[src/hdl/apbI2cRegPkg.sv]
////////////////////
// APB register map and config field layout
// Offsets are full 32-bit byte addresses, all others are unmapped
// Config and timeout keep only their low 14 bits
////////////////////
package apbI2cRegPkg;

	// Bus and register widths
	localparam int apbDataWidth = 32;
	localparam int regWidth = 14;

	// Register offsets
	localparam logic [apbDataWidth-1:0] txDataAddr = 32'd0;
	localparam logic [apbDataWidth-1:0] rxDataAddr = 32'd4;
	localparam logic [apbDataWidth-1:0] configAddr = 32'd8;
	localparam logic [apbDataWidth-1:0] timeoutAddr = 32'd12;
	localparam logic [apbDataWidth-1:0] statusAddr = 32'd16;

	// Config register fields
	localparam int cfgDivLsb = 0;
	localparam int cfgDivMsb = 7;
	localparam int cfgEnableBit = 8;
	localparam int cfgIrqEnableBit = 9;

	// Status word bits
	localparam int statusTxEmptyBit = 0;
	localparam int statusRxEmptyBit = 1;
	localparam int statusNackBit = 2;
	localparam int statusTimeoutBit = 3;

endpackage

[src/hdl/i2cBusPkg.sv]
////////////////////
// TX and RX word formats of the I2C engine, 7-bit addressing only
////////////////////
package i2cBusPkg;

	localparam int txWordWidth = 10;
	localparam int rxWordWidth = 8;

	// First word after a start flag
	typedef struct packed {
		logic stop;
		logic start;
		logic [6:0] addr;
		logic readNotWrite;
	} i2cAddrView;

	// Any later word of the same transfer
	typedef struct packed {
		logic stop;
		logic start;
		logic [7:0] data;
	} i2cDataView;

	// Same 10 bits, decoded by position in the transfer
	typedef union packed {
		i2cAddrView addrView;
		i2cDataView dataView;
	} i2cTxWord;

	// Engine FSM states
	typedef enum logic [2:0] {idle, startCond, shiftByte, ackBit, readByte, masterAck, stopCond}
		engineState;

endpackage

[src/hdl/apbI2c.sv]
////////////////////
// APB to I2C bridge top, one master on an open-drain bus
// txDepth and rxDepth size the FIFOs, each at least 2
////////////////////
`timescale 1ns/100ps

module apbI2c #(
	parameter int txDepth = 8,
	parameter int rxDepth = 8
) (
	input  logic PCLK,
	input  logic PRESETn,
	input  logic PSEL,
	input  logic PENABLE,
	input  logic PWRITE,
	input  logic [apbI2cRegPkg::apbDataWidth-1:0] PADDR,
	input  logic [apbI2cRegPkg::apbDataWidth-1:0] PWDATA,
	output logic [apbI2cRegPkg::apbDataWidth-1:0] PRDATA,
	output logic PREADY,
	output logic PSLVERR,
	// I2C pins, low enables
	output logic sclOe,
	output logic sdaOe,
	input  logic sdaIn,
	// Level interrupts
	output logic intTx,
	output logic intRx
);

	// TX path
	logic txPush;
	logic [i2cBusPkg::txWordWidth-1:0] txPushData;
	logic txPop;
	logic [i2cBusPkg::txWordWidth-1:0] txHead;
	logic txEmpty;
	logic txFull;
	// RX path
	logic rxPush;
	logic [i2cBusPkg::rxWordWidth-1:0] rxPushData;
	logic rxPop;
	logic [i2cBusPkg::rxWordWidth-1:0] rxHead;
	logic rxEmpty;
	logic rxFull;
	// Configuration and engine status
	logic [apbI2cRegPkg::cfgDivMsb-apbI2cRegPkg::cfgDivLsb:0] sclDiv;
	logic busEnable;
	logic [apbI2cRegPkg::regWidth-1:0] timeoutLimit;
	logic errClear;
	logic nackErr;
	logic timeoutErr;

	// Port names match the local wires one to one
	apbRegs regs (.*);

	wordFifo #(
		.depth(txDepth),
		.width(i2cBusPkg::txWordWidth)
	) txFifo (
		.PCLK(PCLK), .PRESETn(PRESETn),
		.push(txPush), .pushData(txPushData), .pop(txPop),
		.head(txHead), .empty(txEmpty), .full(txFull)
	);

	wordFifo #(
		.depth(rxDepth),
		.width(i2cBusPkg::rxWordWidth)
	) rxFifo (
		.PCLK(PCLK), .PRESETn(PRESETn),
		.push(rxPush), .pushData(rxPushData), .pop(rxPop),
		.head(rxHead), .empty(rxEmpty), .full(rxFull)
	);

	i2cEngine engine (.*);

endmodule

[src/hdl/apbRegs.sv]
////////////////////
// APB slave without wait states, PREADY is PSEL and PENABLE
// Errors answer with PSLVERR and leave all state unchanged
////////////////////
`timescale 1ns/100ps

module apbRegs (
	input  logic PCLK,
	input  logic PRESETn,
	input  logic PSEL,
	input  logic PENABLE,
	input  logic PWRITE,
	input  logic [apbI2cRegPkg::apbDataWidth-1:0] PADDR,
	input  logic [apbI2cRegPkg::apbDataWidth-1:0] PWDATA,
	output logic [apbI2cRegPkg::apbDataWidth-1:0] PRDATA,
	output logic PREADY,
	output logic PSLVERR,
	// FIFO levels and engine errors
	input  logic txFull,
	input  logic txEmpty,
	input  logic rxEmpty,
	input  logic [i2cBusPkg::rxWordWidth-1:0] rxHead,
	input  logic nackErr,
	input  logic timeoutErr,
	// Strobes and configuration out
	output logic txPush,
	output logic [i2cBusPkg::txWordWidth-1:0] txPushData,
	output logic rxPop,
	output logic [apbI2cRegPkg::cfgDivMsb-apbI2cRegPkg::cfgDivLsb:0] sclDiv,
	output logic busEnable,
	output logic [apbI2cRegPkg::regWidth-1:0] timeoutLimit,
	output logic errClear,
	output logic intTx,
	output logic intRx
);

	logic [apbI2cRegPkg::regWidth-1:0] configReg;
	logic [apbI2cRegPkg::regWidth-1:0] timeoutReg;
	logic access;
	logic selTx;
	logic selRx;
	logic selCfg;
	logic selTimeout;
	logic selStatus;
	logic badAccess;
	logic irqEnable;

	////////////////////
	// Address decode
	////////////////////
	assign access = PSEL & PENABLE;
	assign PREADY = access;
	assign selTx = PADDR == apbI2cRegPkg::txDataAddr;
	assign selRx = PADDR == apbI2cRegPkg::rxDataAddr;
	assign selCfg = PADDR == apbI2cRegPkg::configAddr;
	assign selTimeout = PADDR == apbI2cRegPkg::timeoutAddr;
	assign selStatus = PADDR == apbI2cRegPkg::statusAddr;

	// TX overflow, RX underflow, read-only targets and holes in the map
	assign badAccess = (PWRITE & selTx & txFull) | (!PWRITE & selRx & rxEmpty)
		| (PWRITE & (selRx | selStatus))
		| !(selTx | selRx | selCfg | selTimeout | selStatus);
	assign PSLVERR = access & badAccess;

	// FIFO strobes fire on the edge that ends the access phase
	assign txPush = access & PWRITE & selTx & !badAccess;
	assign txPushData = PWDATA[i2cBusPkg::txWordWidth-1:0];
	assign rxPop = access & !PWRITE & selRx & !badAccess;
	// Any config write clears the sticky engine errors
	assign errClear = access & PWRITE & selCfg;

	always_ff @(posedge PCLK)
	begin
		if (!PRESETn)
		begin
			configReg <= '0;
			timeoutReg <= '0;
		end
		else if (access & PWRITE)
		begin
			if (selCfg)
				configReg <= PWDATA[apbI2cRegPkg::regWidth-1:0];
			if (selTimeout)
				timeoutReg <= PWDATA[apbI2cRegPkg::regWidth-1:0];
		end
	end

	// Read mux, zero for the TX offset and unmapped addresses
	always_comb
	begin
		PRDATA = '0;
		if (selRx)
			PRDATA[i2cBusPkg::rxWordWidth-1:0] = rxHead;
		else if (selStatus)
		begin
			PRDATA[apbI2cRegPkg::statusTxEmptyBit] = txEmpty;
			PRDATA[apbI2cRegPkg::statusRxEmptyBit] = rxEmpty;
			PRDATA[apbI2cRegPkg::statusNackBit] = nackErr;
			PRDATA[apbI2cRegPkg::statusTimeoutBit] = timeoutErr;
		end
		else if (selCfg)
			PRDATA[apbI2cRegPkg::regWidth-1:0] = configReg;
		else if (selTimeout)
			PRDATA[apbI2cRegPkg::regWidth-1:0] = timeoutReg;
	end

	////////////////////
	// Config fields and level interrupts
	////////////////////
	assign sclDiv = configReg[apbI2cRegPkg::cfgDivMsb:apbI2cRegPkg::cfgDivLsb];
	assign busEnable = configReg[apbI2cRegPkg::cfgEnableBit];
	assign irqEnable = configReg[apbI2cRegPkg::cfgIrqEnableBit];
	assign timeoutLimit = timeoutReg;
	assign intTx = irqEnable & txEmpty;
	assign intRx = irqEnable & !rxEmpty;

endmodule

[src/hdl/i2cEngine.sv]
////////////////////
// Single I2C master, no arbitration, SCL never sampled
// sclOe and sdaOe are open-drain low enables, registered
// Bit period is 4 quarters of sclDiv+1 PCLK cycles each
////////////////////
`timescale 1ns/100ps

module i2cEngine (
	input  logic PCLK,
	input  logic PRESETn,
	input  logic [apbI2cRegPkg::cfgDivMsb-apbI2cRegPkg::cfgDivLsb:0] sclDiv,
	input  logic busEnable,
	input  logic [apbI2cRegPkg::regWidth-1:0] timeoutLimit,
	input  logic errClear,
	input  i2cBusPkg::i2cTxWord txHead,
	input  logic txEmpty,
	input  logic rxFull,
	output logic txPop,
	output logic rxPush,
	output logic [i2cBusPkg::rxWordWidth-1:0] rxPushData,
	output logic nackErr,
	output logic timeoutErr,
	output logic sclOe,
	output logic sdaOe,
	input  logic sdaIn
);

	i2cBusPkg::engineState state;
	logic [apbI2cRegPkg::cfgDivMsb-apbI2cRegPkg::cfgDivLsb:0] divCnt;
	logic [1:0] phase;
	logic [2:0] bitCnt;
	logic [7:0] shiftReg;
	logic [apbI2cRegPkg::regWidth-1:0] waitCnt;
	// Bus owned between START and STOP
	logic busy;
	logic readMode;
	logic stopFlag;
	logic sampled;
	logic tick;
	logic bitEnd;
	logic sclLow;
	logic sdaLow;

	assign tick = divCnt == sclDiv;
	assign bitEnd = tick & (phase == 2'd3);

	////////////////////
	// Pin levels per state and quarter
	////////////////////
	always_comb
	begin
		// Data bits keep SCL low in the first and last quarter
		sclLow = (phase == 2'd0) | (phase == 2'd3);
		sdaLow = 1'b0;
		case (state)
			i2cBusPkg::idle:
				sclLow = busy;
			i2cBusPkg::startCond:
			begin
				// SCL low in quarter 0 only for a repeated START
				sclLow = ((phase == 2'd0) & busy) | (phase == 2'd3);
				sdaLow = phase[1];
			end
			i2cBusPkg::shiftByte:
				sdaLow = !shiftReg[7];
			i2cBusPkg::masterAck:
				sdaLow = !stopFlag;
			i2cBusPkg::stopCond:
			begin
				sclLow = phase == 2'd0;
				sdaLow = !phase[1];
			end
			default:
				sdaLow = 1'b0;
		endcase
	end

	always_ff @(posedge PCLK)
	begin
		if (!PRESETn)
		begin
			state <= i2cBusPkg::idle;
			divCnt <= '0;
			phase <= '0;
			bitCnt <= '0;
			waitCnt <= '0;
			busy <= 1'b0;
			readMode <= 1'b0;
			stopFlag <= 1'b0;
			txPop <= 1'b0;
			rxPush <= 1'b0;
			nackErr <= 1'b0;
			timeoutErr <= 1'b0;
			sclOe <= 1'b0;
			sdaOe <= 1'b0;
		end
		else
		begin
			sclOe <= sclLow;
			sdaOe <= sdaLow;
			txPop <= 1'b0;
			rxPush <= 1'b0;
			if (errClear)
			begin
				nackErr <= 1'b0;
				timeoutErr <= 1'b0;
			end
			// Quarter timebase, parked while idle so each bit starts aligned
			if (state == i2cBusPkg::idle || tick)
				divCnt <= '0;
			else
				divCnt <= divCnt + 1'b1;
			if (tick && state != i2cBusPkg::idle)
				phase <= phase + 1'b1;
			// Sample mid-high, SCL has been released for a full quarter
			if (tick && phase == 2'd2)
				sampled <= sdaIn;
			case (state)
				i2cBusPkg::idle:
				begin
					// Stalled mid-transfer with nothing queued
					if (busy && txEmpty && timeoutLimit != '0)
					begin
						if (waitCnt == timeoutLimit)
						begin
							timeoutErr <= 1'b1;
							waitCnt <= '0;
							state <= i2cBusPkg::stopCond;
						end
						else
							waitCnt <= waitCnt + 1'b1;
					end
					else
						waitCnt <= '0;
					// txPop still high means the head word is the one just taken
					if (busEnable && !txEmpty && !txPop)
					begin
						stopFlag <= txHead.dataView.stop;
						if (txHead.addrView.start)
						begin
							txPop <= 1'b1;
							readMode <= txHead.addrView.readNotWrite;
							shiftReg <= {txHead.addrView.addr, txHead.addrView.readNotWrite};
							state <= i2cBusPkg::startCond;
						end
						// Data word outside a transfer is dropped
						else if (!busy)
							txPop <= 1'b1;
						else if (!readMode)
						begin
							txPop <= 1'b1;
							shiftReg <= txHead.dataView.data;
							state <= i2cBusPkg::shiftByte;
						end
						// Reads wait here with SCL low until RX has room
						else if (!rxFull)
						begin
							txPop <= 1'b1;
							state <= i2cBusPkg::readByte;
						end
					end
				end
				i2cBusPkg::startCond:
					if (bitEnd)
					begin
						busy <= 1'b1;
						state <= i2cBusPkg::shiftByte;
					end
				i2cBusPkg::shiftByte, i2cBusPkg::readByte:
					if (bitEnd)
					begin
						// MSB first both ways, write side ignores the fill bit
						shiftReg <= {shiftReg[6:0], sampled};
						bitCnt <= bitCnt + 1'b1;
						if (bitCnt == 3'd7 && state == i2cBusPkg::readByte)
						begin
							rxPush <= 1'b1;
							rxPushData <= {shiftReg[6:0], sampled};
							state <= i2cBusPkg::masterAck;
						end
						else if (bitCnt == 3'd7)
							state <= i2cBusPkg::ackBit;
					end
				i2cBusPkg::ackBit:
					if (bitEnd)
					begin
						// Slave NACK ends the transfer
						if (sampled)
						begin
							nackErr <= 1'b1;
							state <= i2cBusPkg::stopCond;
						end
						else if (stopFlag)
							state <= i2cBusPkg::stopCond;
						else
							state <= i2cBusPkg::idle;
					end
				i2cBusPkg::masterAck:
					if (bitEnd)
						state <= stopFlag ? i2cBusPkg::stopCond : i2cBusPkg::idle;
				i2cBusPkg::stopCond:
					if (bitEnd)
					begin
						busy <= 1'b0;
						state <= i2cBusPkg::idle;
					end
				default:
					state <= i2cBusPkg::idle;
			endcase
		end
	end

endmodule

[src/hdl/wordFifo.sv]
////////////////////
// First-word-fall-through FIFO, depth of at least 2
// Push when full and pop when empty are dropped
////////////////////
`timescale 1ns/100ps

module wordFifo #(
	parameter int depth = 8,
	parameter int width = 8
) (
	input  logic PCLK,
	input  logic PRESETn,
	input  logic push,
	input  logic [width-1:0] pushData,
	input  logic pop,
	output logic [width-1:0] head,
	output logic empty,
	output logic full
);

	localparam int ptrWidth = $clog2(depth);

	logic [width-1:0] mem [depth];
	logic [ptrWidth-1:0] wrPtr;
	logic [ptrWidth-1:0] rdPtr;
	// One extra bit so a full FIFO fits
	logic [ptrWidth:0] count;
	logic doPush;
	logic doPop;

	assign doPush = push & !full;
	assign doPop = pop & !empty;
	assign empty = count == '0;
	assign full = count == (ptrWidth+1)'(depth);
	// Head word is valid while not empty
	assign head = mem[rdPtr];

	always_ff @(posedge PCLK)
	begin
		if (doPush)
			mem[wrPtr] <= pushData;
	end

	always_ff @(posedge PCLK)
	begin
		if (!PRESETn)
		begin
			wrPtr <= '0;
			rdPtr <= '0;
			count <= '0;
		end
		else
		begin
			// Pointers wrap at depth, so depth need not be a power of two
			if (doPush)
				wrPtr <= (wrPtr == ptrWidth'(depth-1)) ? '0 : wrPtr + 1'b1;
			if (doPop)
				rdPtr <= (rdPtr == ptrWidth'(depth-1)) ? '0 : rdPtr + 1'b1;
			if (doPush && !doPop)
				count <= count + 1'b1;
			else if (doPop && !doPush)
				count <= count - 1'b1;
		end
	end

endmodule

[config.mk]
export PLATFORM = sky130hd
export DESIGN_NAME = apbI2c
export DESIGN_NICKNAME = d
export VERILOG_FILES = /design/src/hdl/apbI2cRegPkg.sv /design/src/hdl/i2cBusPkg.sv /design/src/hdl/apbI2c.sv /design/src/hdl/apbRegs.sv /design/src/hdl/i2cEngine.sv /design/src/hdl/wordFifo.sv
export SDC_FILE = /design/constraint.sdc
export NUM_CORES = 1
export LEC_CHECK = 0
export BUFFER_PORTS_ARGS = -buffer_cell sky130_fd_sc_hd__buf_2
export CAP_MARGIN = 20
export CORE_MARGIN = 1.5
export CORE_UTILIZATION = 55
export CTS_CLUSTER_SIZE = 28
export DETAILED_ROUTE_END_ITERATION = 16
export PLACE_DENSITY_LB_ADDON = 0.15
export REMOVE_ABC_BUFFERS = 1
export SYNTH_ARGS = -nofsm -noshare
export SYNTH_HDL_FRONTEND = slang
export SYNTH_SLANG_ARGS = --single-unit
[constraint.sdc]
create_clock -name PCLK -period 5.2 [get_ports PCLK]
set_clock_uncertainty 0.2 [all_clocks]
set_input_delay 0.78 -clock PCLK [delete_from_list [all_inputs] [get_ports PCLK]]
set_output_delay 0.78 -clock PCLK [all_outputs]
set_load 0.02 [all_outputs]
==> results.cfg, run 1 <==
[floorplan]
start_util_pct = 56.3
pin_count = 108
rows = 51
die_y_um = 145
fp.dieW_um = 145
coreArea_um2 = 19600
fp.dieArea_um2 = 20900

[synth]
synth_xor_xnor_area_share_pct = 3.89
synth_edf_count = 161
synth_simple_gate_area_share_pct = 12.2
seq_area_frac_synth_pct = 60.8
yosysTopAreaCell = edfxtp_1
synth-compound-area-share_pct = 5.73
synth_cells = 854
ys_warn_count = 0
synth_cell_type_count = 61
ys.flop_type = edfxtp_1
ys_seq_elements = 254
syn_area_um2 = 11000
synth_area_leaders = edfxtp_1, dfxtp_1, mux4_2
synth_top_family_by_area = simple AND/OR/NAND/NOR gates
synthArstFlopShare_pct = 0
synth_most_common_cell = edfxtp_1
synth_fa_ha_area_share_pct = 2.75
postSynthAreaPerCell_um2 = 12.9
synth_top_area_share_pct = 43.9
muxShareOfSynthArea_pct = 11.7
synth_top_cells_by_count = edfxtp_1, dfxtp_1, nor2_1

[setup_path]
cp-start-kind = input port
crit_path_end_kind = output port
rr_startpoint = rxFifo.count[0]
crit_fanout = 11
r2r_slack_ps = 2180
crit_slowest_cell = and3_1
endpoint = PRDATA[7]
critical_path.cell_chain = buf_2, or4_4, nor4_2, and3_1, a22oi_1, o21ai_0, buf_2
cp.depth = 7
cp.required_ps = 4220
critPathTopFamily = simple AND/OR/NAND/NOR gates
reg2reg_to = rxFifo.count[3]
path_class = input port to output port
max_stage_delay_ps = 600
path_buf_inv = 2
cp.arrival_ps = 3130
worstRegToRegCells = 11
cpMostUsedCell = buf_2
crit_path_start = PADDR[0]

[worst_hold_path]
holdCritPathClass = input port to register

[global_routing]
grt_pass1_wl_um = 38300
antenna_found_initial = 0
grt_pass1_vias = 7054
grt.overflow.total = 0
grt_usage_pct = 24.2
grt_max_degree = 56

[power_and_ir_drop]
sw_frac_of_total_pct = 20.9
ir_worst_vdd_v = 0.000308
clkPwrFrac_pct = 44.9
power_density_nw_per_um2 = 332
switchingPower_mw = 0.871
p_seq_share_pct = 51.8
power_mw = 4.16
power_frac_comb_pct = 3.3
power.leakage_nw = 4.39
p_int_mw = 3.29

[timing]
fmaxAchievable_ghz = 0.244
relSlewSlack_pct = 32.5
final_hold_viol_count = 0
fin_crit_sh_pct = 79.0
holdWs_ps = 250
worst_slew_pin_slew_ps = 1010
layout_min_cycle_time_ps = 4110
rsz0062_at_grt = no
slew_violations = 0
setup_viol = 0
setup_tns_ps = 0

[routing]
wl_per_cell_um = 19.5
viasPerCell = 5.75
drt-total-wl_um = 23900
route.detailed.drc = 0
drt_pass1_iterations = 5
vias = 7044
drt-initial-drc-count = 575
drtAntennaViolNets = 0

[clocking]
cts_buffers = 27
cts_setup_buffers = 0
clock_latency_ps = 540
cts.path.max_buffers = 3
htree_levels = 1
clkSinkCount = 254
path_clk_slew_ps = 60
ctsRootBufferMaster = clkbuf_16
cts_resized = 0
cts_tree = built
ctsHoldBuffers = 0

[final_layout]
final_nets = 1033
fin_util_pct = 64.0
area_growth_pct = 13.7
post_route_cells_drive_above_1_share_pct = 19.4
antenna_cells = 0

[placed_design]
hpwl_um = 16600
gp_congestion = 0.872
place.port_buffers = 71

[job]
timing.max_cap.violations = 0

[outcome]
outcome = finished, final reports clean
## final cells by class
type	count	area, µm²
clock buffers	32	694
well taps	265	332
fillers	1481	7060
multi-input cells	552	4060
repair buffers	91	526
clock inverters	18	166
flip-flops and latches	254	6700
inverters	14	52.6
## through the flow
stage | instances | area, µm² | setup slack, ps
2_1_floorplan | 820 | 10800 | 1450
3_3_place_gp | 1175 | 11600 | 1280
3_5_place_dp | 1175 | 11600 | 1180
4_1_cts | 1225 | 12500 | 1170
5_1_grt | 1226 | 12500 | 1060
6_report | 1226 | 12500 | 1090
## power groups by stage
stage,combinational [mW],sequential (mW),clock [mW]
2_1_floorplan,0.0750,2.19,0
3_3_place_gp,0.131,2.20,0
3_5_place_dp,0.135,2.20,0
4_1_cts,0.136,2.15,1.89
5_1_grt,0.153,2.15,1.98
6_report,0.136,2.15,1.87
## state kept, by name, indices dropped and copies added (netlist names), 3 cells and up, named ones only
register / count
rxFifo.count: 4
txFifo.mem: 80
engine.divCnt: 8
engine.state: 3
engine.bitCnt: 3
rxFifo.rdPtr: 3
regs.configReg: 14
rxFifo.wrPtr: 3
regs.timeoutLimit: 14
txFifo.count: 4
txFifo.wrPtr: 3
rxFifo.mem: 64
txFifo.rdPtr: 3
engine.rxPushData: 8
engine.waitCnt: 14
engine.shiftReg: 8
## cells by family after synthesis
group,Yosys count
multiplexers,83
XOR/XNOR,49
adder cells (fa/ha/maj),23
buffers and inverters,65
flip-flops,254
other,1
AND/OR/NAND/NOR,276
AO/OA/AOI/OAI,103
## cell usage in the layout (no fill, tap or decap), drive strengths merged, types with 4 or more instances in the layout
cell    count
buf        91
a22oi       4
nor4       16
o22ai       4
or2         4
xnor2      19
nor3b       4
clkbuf     32
nor2       95
and3        5
nor3       19
mux4       36
nand3      19
inv        16
xor2       30
or4         5
nand2      74
a211oi      4
a221oi      5
mux2        4
or3         5
ha         21
clkinv     10
a22o        6
edfxtp    161
nand2b      7
a21oi      43
o21ai      22
mux2i      43
dfxtp      93
conb       18
nor2b       7
nand4       8
## per-layer routing
metal | part of all wire [%] | up-vias | wire length (µm) | track usage [%]
li1 | - | 3316 | - | -
met1 | 43 | 3460 | 10200 | 33.0
met3 | 5.6 | 33 | 1350 | 2.81
met2 | 50 | 235 | 12000 | 41.6
met5 | 0 | - | 0 | 0
met4 | 1.7 | 0 | 411 | 5.58
## worst min path at each step
stage	start	endpoint	slack, ps	cells past startpoint
CTS	sdaIn	engine.sampled	240	1
floorplan	engine.shiftReg[0]	engine.rxPushData[1]	230	0
finish	sdaIn	engine.sampled	250	1
detailed placement	engine.shiftReg[6]	engine.rxPushData[7]	240	0
global placement	engine.shiftReg[5]	engine.rxPushData[6]	240	0
global route	sdaIn	engine.sampled	240	1
No activity file was read; power rests on OpenSTA's default activity.
==> inputs of run 2 (changes only) <==
--- a/config.mk
+++ b/config.mk
@@ -5,6 +5,7 @@
 export SDC_FILE = /design/constraint.sdc
 export NUM_CORES = 1
 export LEC_CHECK = 0
+export ABC_AREA = 1
 export BUFFER_PORTS_ARGS = -buffer_cell sky130_fd_sc_hd__buf_2
 export CAP_MARGIN = 20
 export CORE_MARGIN = 1.5
==> constraint.sdc (replaced) <==
create_clock -name PCLK -period 4.18 [get_ports PCLK]
set_clock_uncertainty 0.2 [all_clocks]
set_input_delay 0.627 -clock PCLK [delete_from_list [all_inputs] [get_ports PCLK]]
set_output_delay 0.627 -clock PCLK [all_outputs]
set_load 0.02 [all_outputs]
==> results.cfg, run 2 <==
[timing]
setup_viol = 0
slew_violations = 0
rsz0062_at_grt = no
relSlewSlack_pct = 36.2
fmaxAchievable_ghz = 0.301
layout_min_cycle_time_ps = 3330
fin_crit_sh_pct = 79.6
setup_tns_ps = 0
worst_slew_pin_slew_ps = 955
final_hold_viol_count = 0

[final_layout]
area_growth_pct = 12.8
regMostFlops = txFifo.mem
layout_commonest_cell = nand2_1
final_cell_mix = nand2_1, nor2_1, edfxtp_1
antenna_cells = 0
post_route_cells_drive_above_1_share_pct = 11.9
fillers = 1718
fin_util_pct = 63.7
largest_reg_flops = 80
final_nets = 1414
largestRegisters = txFifo.mem: 80 flops, rxFifo.mem: 64 flops

[setup_path]
crit_fanout = 32
cp-start-kind = register
path_class = register to output port
cp.required_ps = 3350
cp.arrival_ps = 2500
crit_path_end_kind = output port

[power_and_ir_drop]
p_int_mw = 4.29
switchingPower_mw = 1.44
sw_frac_of_total_pct = 25.1
power.leakage_nw = 5.01
power_density_nw_per_um2 = 442
clkPwrFrac_pct = 40.4
ir_worst_vdd_v = 0.000432
power_mw = 5.73
p_seq_share_pct = 48.3
power_frac_comb_pct = 11.3

[clocking]
cts.path.max_buffers = 3
clock_latency_ps = 520
cts_resized = 0
htree_levels = 1
cts_setup_buffers = 0
cts_buffers = 27
cts_tree = built
ctsHoldBuffers = 0
clkSinkCount = 254
ctsRootBufferMaster = clkbuf_16
path_clk_slew_ps = 60

[synth]
synth_edf_count = 161
seq_area_frac_synth_pct = 58.2
synth_top_area_share_pct = 42.0
syn_area_um2 = 11500
yosysTopAreaCell = edfxtp_1
ys_seq_elements = 254
synth_cell_type_count = 48
postSynthAreaPerCell_um2 = 9.27
ys.flop_type = edfxtp_1
synth_cells = 1240
synth_area_leaders = edfxtp_1, dfxtp_1, nand2_1
synthArstFlopShare_pct = 0
synth_top_cells_by_count = nand2_1, nor2_1, edfxtp_1
ys_warn_count = 0
synth_most_common_cell = nand2_1

[global_routing]
grt_usage_pct = 24.4
grt_pass1_vias = 7995
antenna_found_initial = 0
grt.overflow.total = 0
grt_pass1_wl_um = 41400
grt_max_degree = 41

[routing]
vias = 8700
wl_per_cell_um = 16.3
drt-initial-drc-count = 600
drtAntennaViolNets = 0
drt_pass1_iterations = 5
route.detailed.drc = 0
drt-total-wl_um = 26200
viasPerCell = 5.40

[outcome]
outcome = finished, final reports clean

[job]
timing.max_cap.violations = 0

[floorplan]
rows = 52
start_util_pct = 56.5
fp.dieArea_um2 = 21800
fp.dieW_um = 148
coreArea_um2 = 20400
pin_count = 108
die_y_um = 148

[placed_design]
place.port_buffers = 71
gp_congestion = 0.905
hpwl_um = 18100

[worst_hold_path]
holdCritPathClass = input port to register
## run 2: critical path: stages, from the launching register on
cell,delay (ps)
dfxtp_1,310
inv_1,660
o21ai_0,210
o22ai_1,150
nand2_1,60
nand2_1,110
o21ai_0,100
a21oi_1,180
buf_2,200
## run 2: routing by layer
| layer | up-vias | track usage (%) | routed length, µm |
|---|---|---|---|
| li1 | 4351 | - | - |
| met5 | - | 0 | 0 |
| met1 | 4008 | 32.6 | 11100 |
| met2 | 291 | 40.4 | 12300 |
| met4 | 0 | 8.50 | 871 |
| met3 | 50 | 4.29 | 1960 |
## run 2: power by group through the flow
stage	combinational, mW	clock (mW)	sequential, mW
finish	0.646	2.31	2.77
global route	0.739	2.44	2.78
CTS	0.646	2.36	2.77
detailed placement	0.642	0	2.82
global placement	0.630	0	2.82
floorplan	0.430	0	2.82
## run 2: logic make-up (layout without fill, tap and decap cells)
family                   after synthesis  after routing  share of synthesized area, %
AO/OA/AOI/OAI                        246            246                          11.9
flip-flops                           254            254                          58.2
buffers and inverters                178            262                          6.65
XOR/XNOR                               6              6                         0.457
adder cells (fa/ha/maj)               23             23                          2.63
AND/OR/NAND/NOR                      532            532                          20.1
other                                  1             18                        0.0326
## run 2: through the flow
step	worst slack [ps]	hold slack [ps]	cells	instance area, µm²
finish	853	142	1611	13000
global route	582	120	1611	13000
CTS	823	112	1611	13000
detailed placement	706	240	1562	12100
global placement	763	235	1561	12100
floorplan	942	224	1199	11300
## run 2: cell type report
class / instances / area (µm²) / area share [%]
tap: 270 / 338 / 2.60
clock inverter: 13 / 151 / 1.17
sequential: 254 / 6700 / 51.6
multi-input combinational: 825 / 4100 / 31.6
inverter: 120 / 453 / 3.49
timing repair buffer: 93 / 518 / 3.99
clock buffer: 36 / 709 / 5.47
## run 2: path summary, 6_finish.rpt
| check | start | to | slack, ps | cells past startpoint |
|---|---|---|---|---|
| worst max register to register | txFifo.count[0] | txFifo.count[3] | 1300 | 16 |
| worst min-delay path | sdaIn | engine.sampled | 140 | 1 |
| worst min register to register | engine.shiftReg[0] | engine.rxPushData[1] | 250 | 0 |
| worst max-delay path | register | PRDATA[2] | 850 | 8 |
==> inputs of run 3 (changes only) <==
--- a/config.mk
+++ b/config.mk
@@ -5,11 +5,11 @@
 export SDC_FILE = /design/constraint.sdc
 export NUM_CORES = 1
 export LEC_CHECK = 0
-export ABC_AREA = 1
+export ABC_AREA = 0
 export BUFFER_PORTS_ARGS = -buffer_cell sky130_fd_sc_hd__buf_2
 export CAP_MARGIN = 20
 export CORE_MARGIN = 1.5
-export CORE_UTILIZATION = 55
+export CORE_UTILIZATION = 53
 export CTS_CLUSTER_SIZE = 28
 export DETAILED_ROUTE_END_ITERATION = 16
 export PLACE_DENSITY_LB_ADDON = 0.15
==> constraint.sdc (replaced) <==
create_clock -name PCLK -period 3.02 [get_ports PCLK]
set_clock_uncertainty 0.2 [all_clocks]
set_input_delay 0.453 -clock PCLK [delete_from_list [all_inputs] [get_ports PCLK]]
set_output_delay 0.453 -clock PCLK [all_outputs]
set_load 0.02 [all_outputs]
==> results.cfg, run 3 (synthesis results as in run 1) <==
[placed_design]
place.port_buffers = 71
placed_cell_area_um2 = 12100
gp_congestion = 0.902
hpwl_um = 17100

[power_and_ir_drop]
ir_worst_vdd_v = 0.000400
power_density_nw_per_um2 = 544
power_mw = 7.20
power.leakage_nw = 4.77

[outcome]
outcome = finished, violations left
violations = negative setup slack

[setup_path]
crit_path_end_kind = register
crit_fanout = 2
max_stage_delay_ps = 540
path_class = input port to register
crit_path_start = PADDR[0]
r2r_slack_ps = 140
cp.arrival_ps = 3320
rr_startpoint = rxFifo.count[1]
crit_slowest_cell = or4_4
reg2reg_to = rxFifo.count[3]
cp-start-kind = input port
endpoint = rxFifo.count[3]
cp.required_ps = 3280
worstRegToRegCells = 11
critical_path.cell_chain = buf_6, or4_4, buf_6, nor2_8, nand3_4, or4_4, ha_4, inv_4, buf_4, ha_4, a21oi_2, xnor2_1, or3_1, a21oi_2

[floorplan]
fp.dieArea_um2 = 21700
rows = 52
fp.dieW_um = 147
pin_count = 108
die_y_um = 147
start_util_pct = 54.3
coreArea_um2 = 20300

[clocking]
ctsRootBufferMaster = clkbuf_16
path_clk_slew_ps = 60
clock_latency_ps = 520
cts.path.max_buffers = 3
htree_levels = 1
cts_tree = built
clkSinkCount = 254
cts_buffers = 27

[timing]
worst_slew_pin_slew_ps = 748
rsz0062_at_grt = yes
setup_viol = 1
relSlewSlack_pct = 49.7
fin_crit_sh_pct = 101
final_hold_viol_count = 0
slew_violations = 0
holdWs_ps = 44.8
layout_min_cycle_time_ps = 3060
fmaxAchievable_ghz = 0.327
fin_ws_ps = -40.6

[routing]
top_layer = met4
route.detailed.drc = 0
wl_met1_um = 10700
dr_wl_met3_um = 1130
wl_per_cell_um = 18.7
drt_pass1_iterations = 5
vias = 7224
drt-total-wl_um = 24300
met2_length_um = 11900
drtAntennaViolNets = 0
drt-initial-drc-count = 455
viasPerCell = 5.57

[final_layout]
fin_util_pct = 65.2
regMostFlops = txFifo.mem
layout_commonest_cell = edfxtp_1
antenna_cells = 0
post_route_cells_drive_above_1_share_pct = 26.3
final_cell_mix = edfxtp_1, nor2_1, dfxtp_1
largest_reg_flops = 80
largestRegisters = txFifo.mem: 80 flops, rxFifo.mem: 64 flops
area_growth_pct = 20.1
fin_area_um2 = 13200
final_nets = 1098

[global_routing]
antenna_found_initial = 0
grt_max_degree = 36
grt_pass1_wl_um = 38600
grt_pass1_vias = 7247
grt.overflow.total = 0
grt_usage_pct = 22.8

[worst_hold_path]
min_path_cells = 1
holdCritPathClass = input port to register

[job]
timing.max_cap.violations = 0
[run 3: cell types whose count changed in the layout (fill, tap and decap cells not counted), moves of 26 or more]
cell     change
xor2_1      +26
buf_4       +57
nand2_1    -173
mux2i_1     +43
nor2_1      -80
inv_1      -104
a21oi_1     -30
mux4_2      +36
o21ai_0     -97
[run 3: stage by stage]
step	setup slack [ps]	TNS (ps)	cells
2_1_floorplan	-406	-20840	820
3_3_place_gp	-450	-1740	1230
3_5_place_dp	-509	-3640	1230
4_1_cts	1.35	0	1286
5_1_grt	-127	-425	1296
6_report	-40.6	-40.6	1296
[run 3: layout make-up]
type                    count  area [µm²]
fillers                  1572        7060
flip-flops and latches    254        6700
multi-input cells         552        4180
repair buffers            156        1090
clock buffers              33         718
well taps                 270         338
clock inverters            17         163
inverters                  14        55.1
[run 3: worst max-delay path, delay by kind of cell]
kind,cells,cell delay (ps)
AND/OR/NAND/NOR,5,1670
buffers and inverters,4,430
adder cells (fa/ha/maj),2,390
AO/OA/AOI/OAI,2,260
XOR/XNOR,1,110
[run 3: repair_timing]
item	4_1_cts	5_1_grt
endpoints found under the setup margin	12	16
pin swaps	6	16
gates resized for setup	12	23
cloned	0	0
buffers inserted	1	10
hold endpoints to repair	9	0
hold buffers	5	0
[run 3: how the worst min path moves through the flow]
stage	slack, ps	endpoint	start
6_report	40	txFifo.mem[6][8]	PWDATA[8]
2_1_floorplan	230	engine.rxPushData[1]	engine.shiftReg[0]
4_1_cts	40	txFifo.mem[0][8]	PWDATA[8]
3_3_place_gp	240	engine.rxPushData[4]	engine.shiftReg[3]
3_5_place_dp	240	engine.rxPushData[7]	engine.shiftReg[6]
5_1_grt	40	txFifo.mem[0][8]	PWDATA[8]
[run 3: layer usage]
| layer | vias up | global-route usage, % |
|---|---|---|
| met3 | 45 | 3.76 |
| li1 | 3431 | - |
| met1 | 3553 | 30.9 |
| met2 | 195 | 38.1 |
| met5 | - | 0 |
| met4 | 0 | 6.60 |
[run 3: power breakdown]
part | leakage, nW | internal [mW] | switching [mW] | total [mW]
Combinational | 2.13 | 0.0947 | 0.168 | 0.263
Sequential | 2.20 | 3.69 | 0.0193 | 3.71
Clock | 0.441 | 1.95 | 1.28 | 3.23
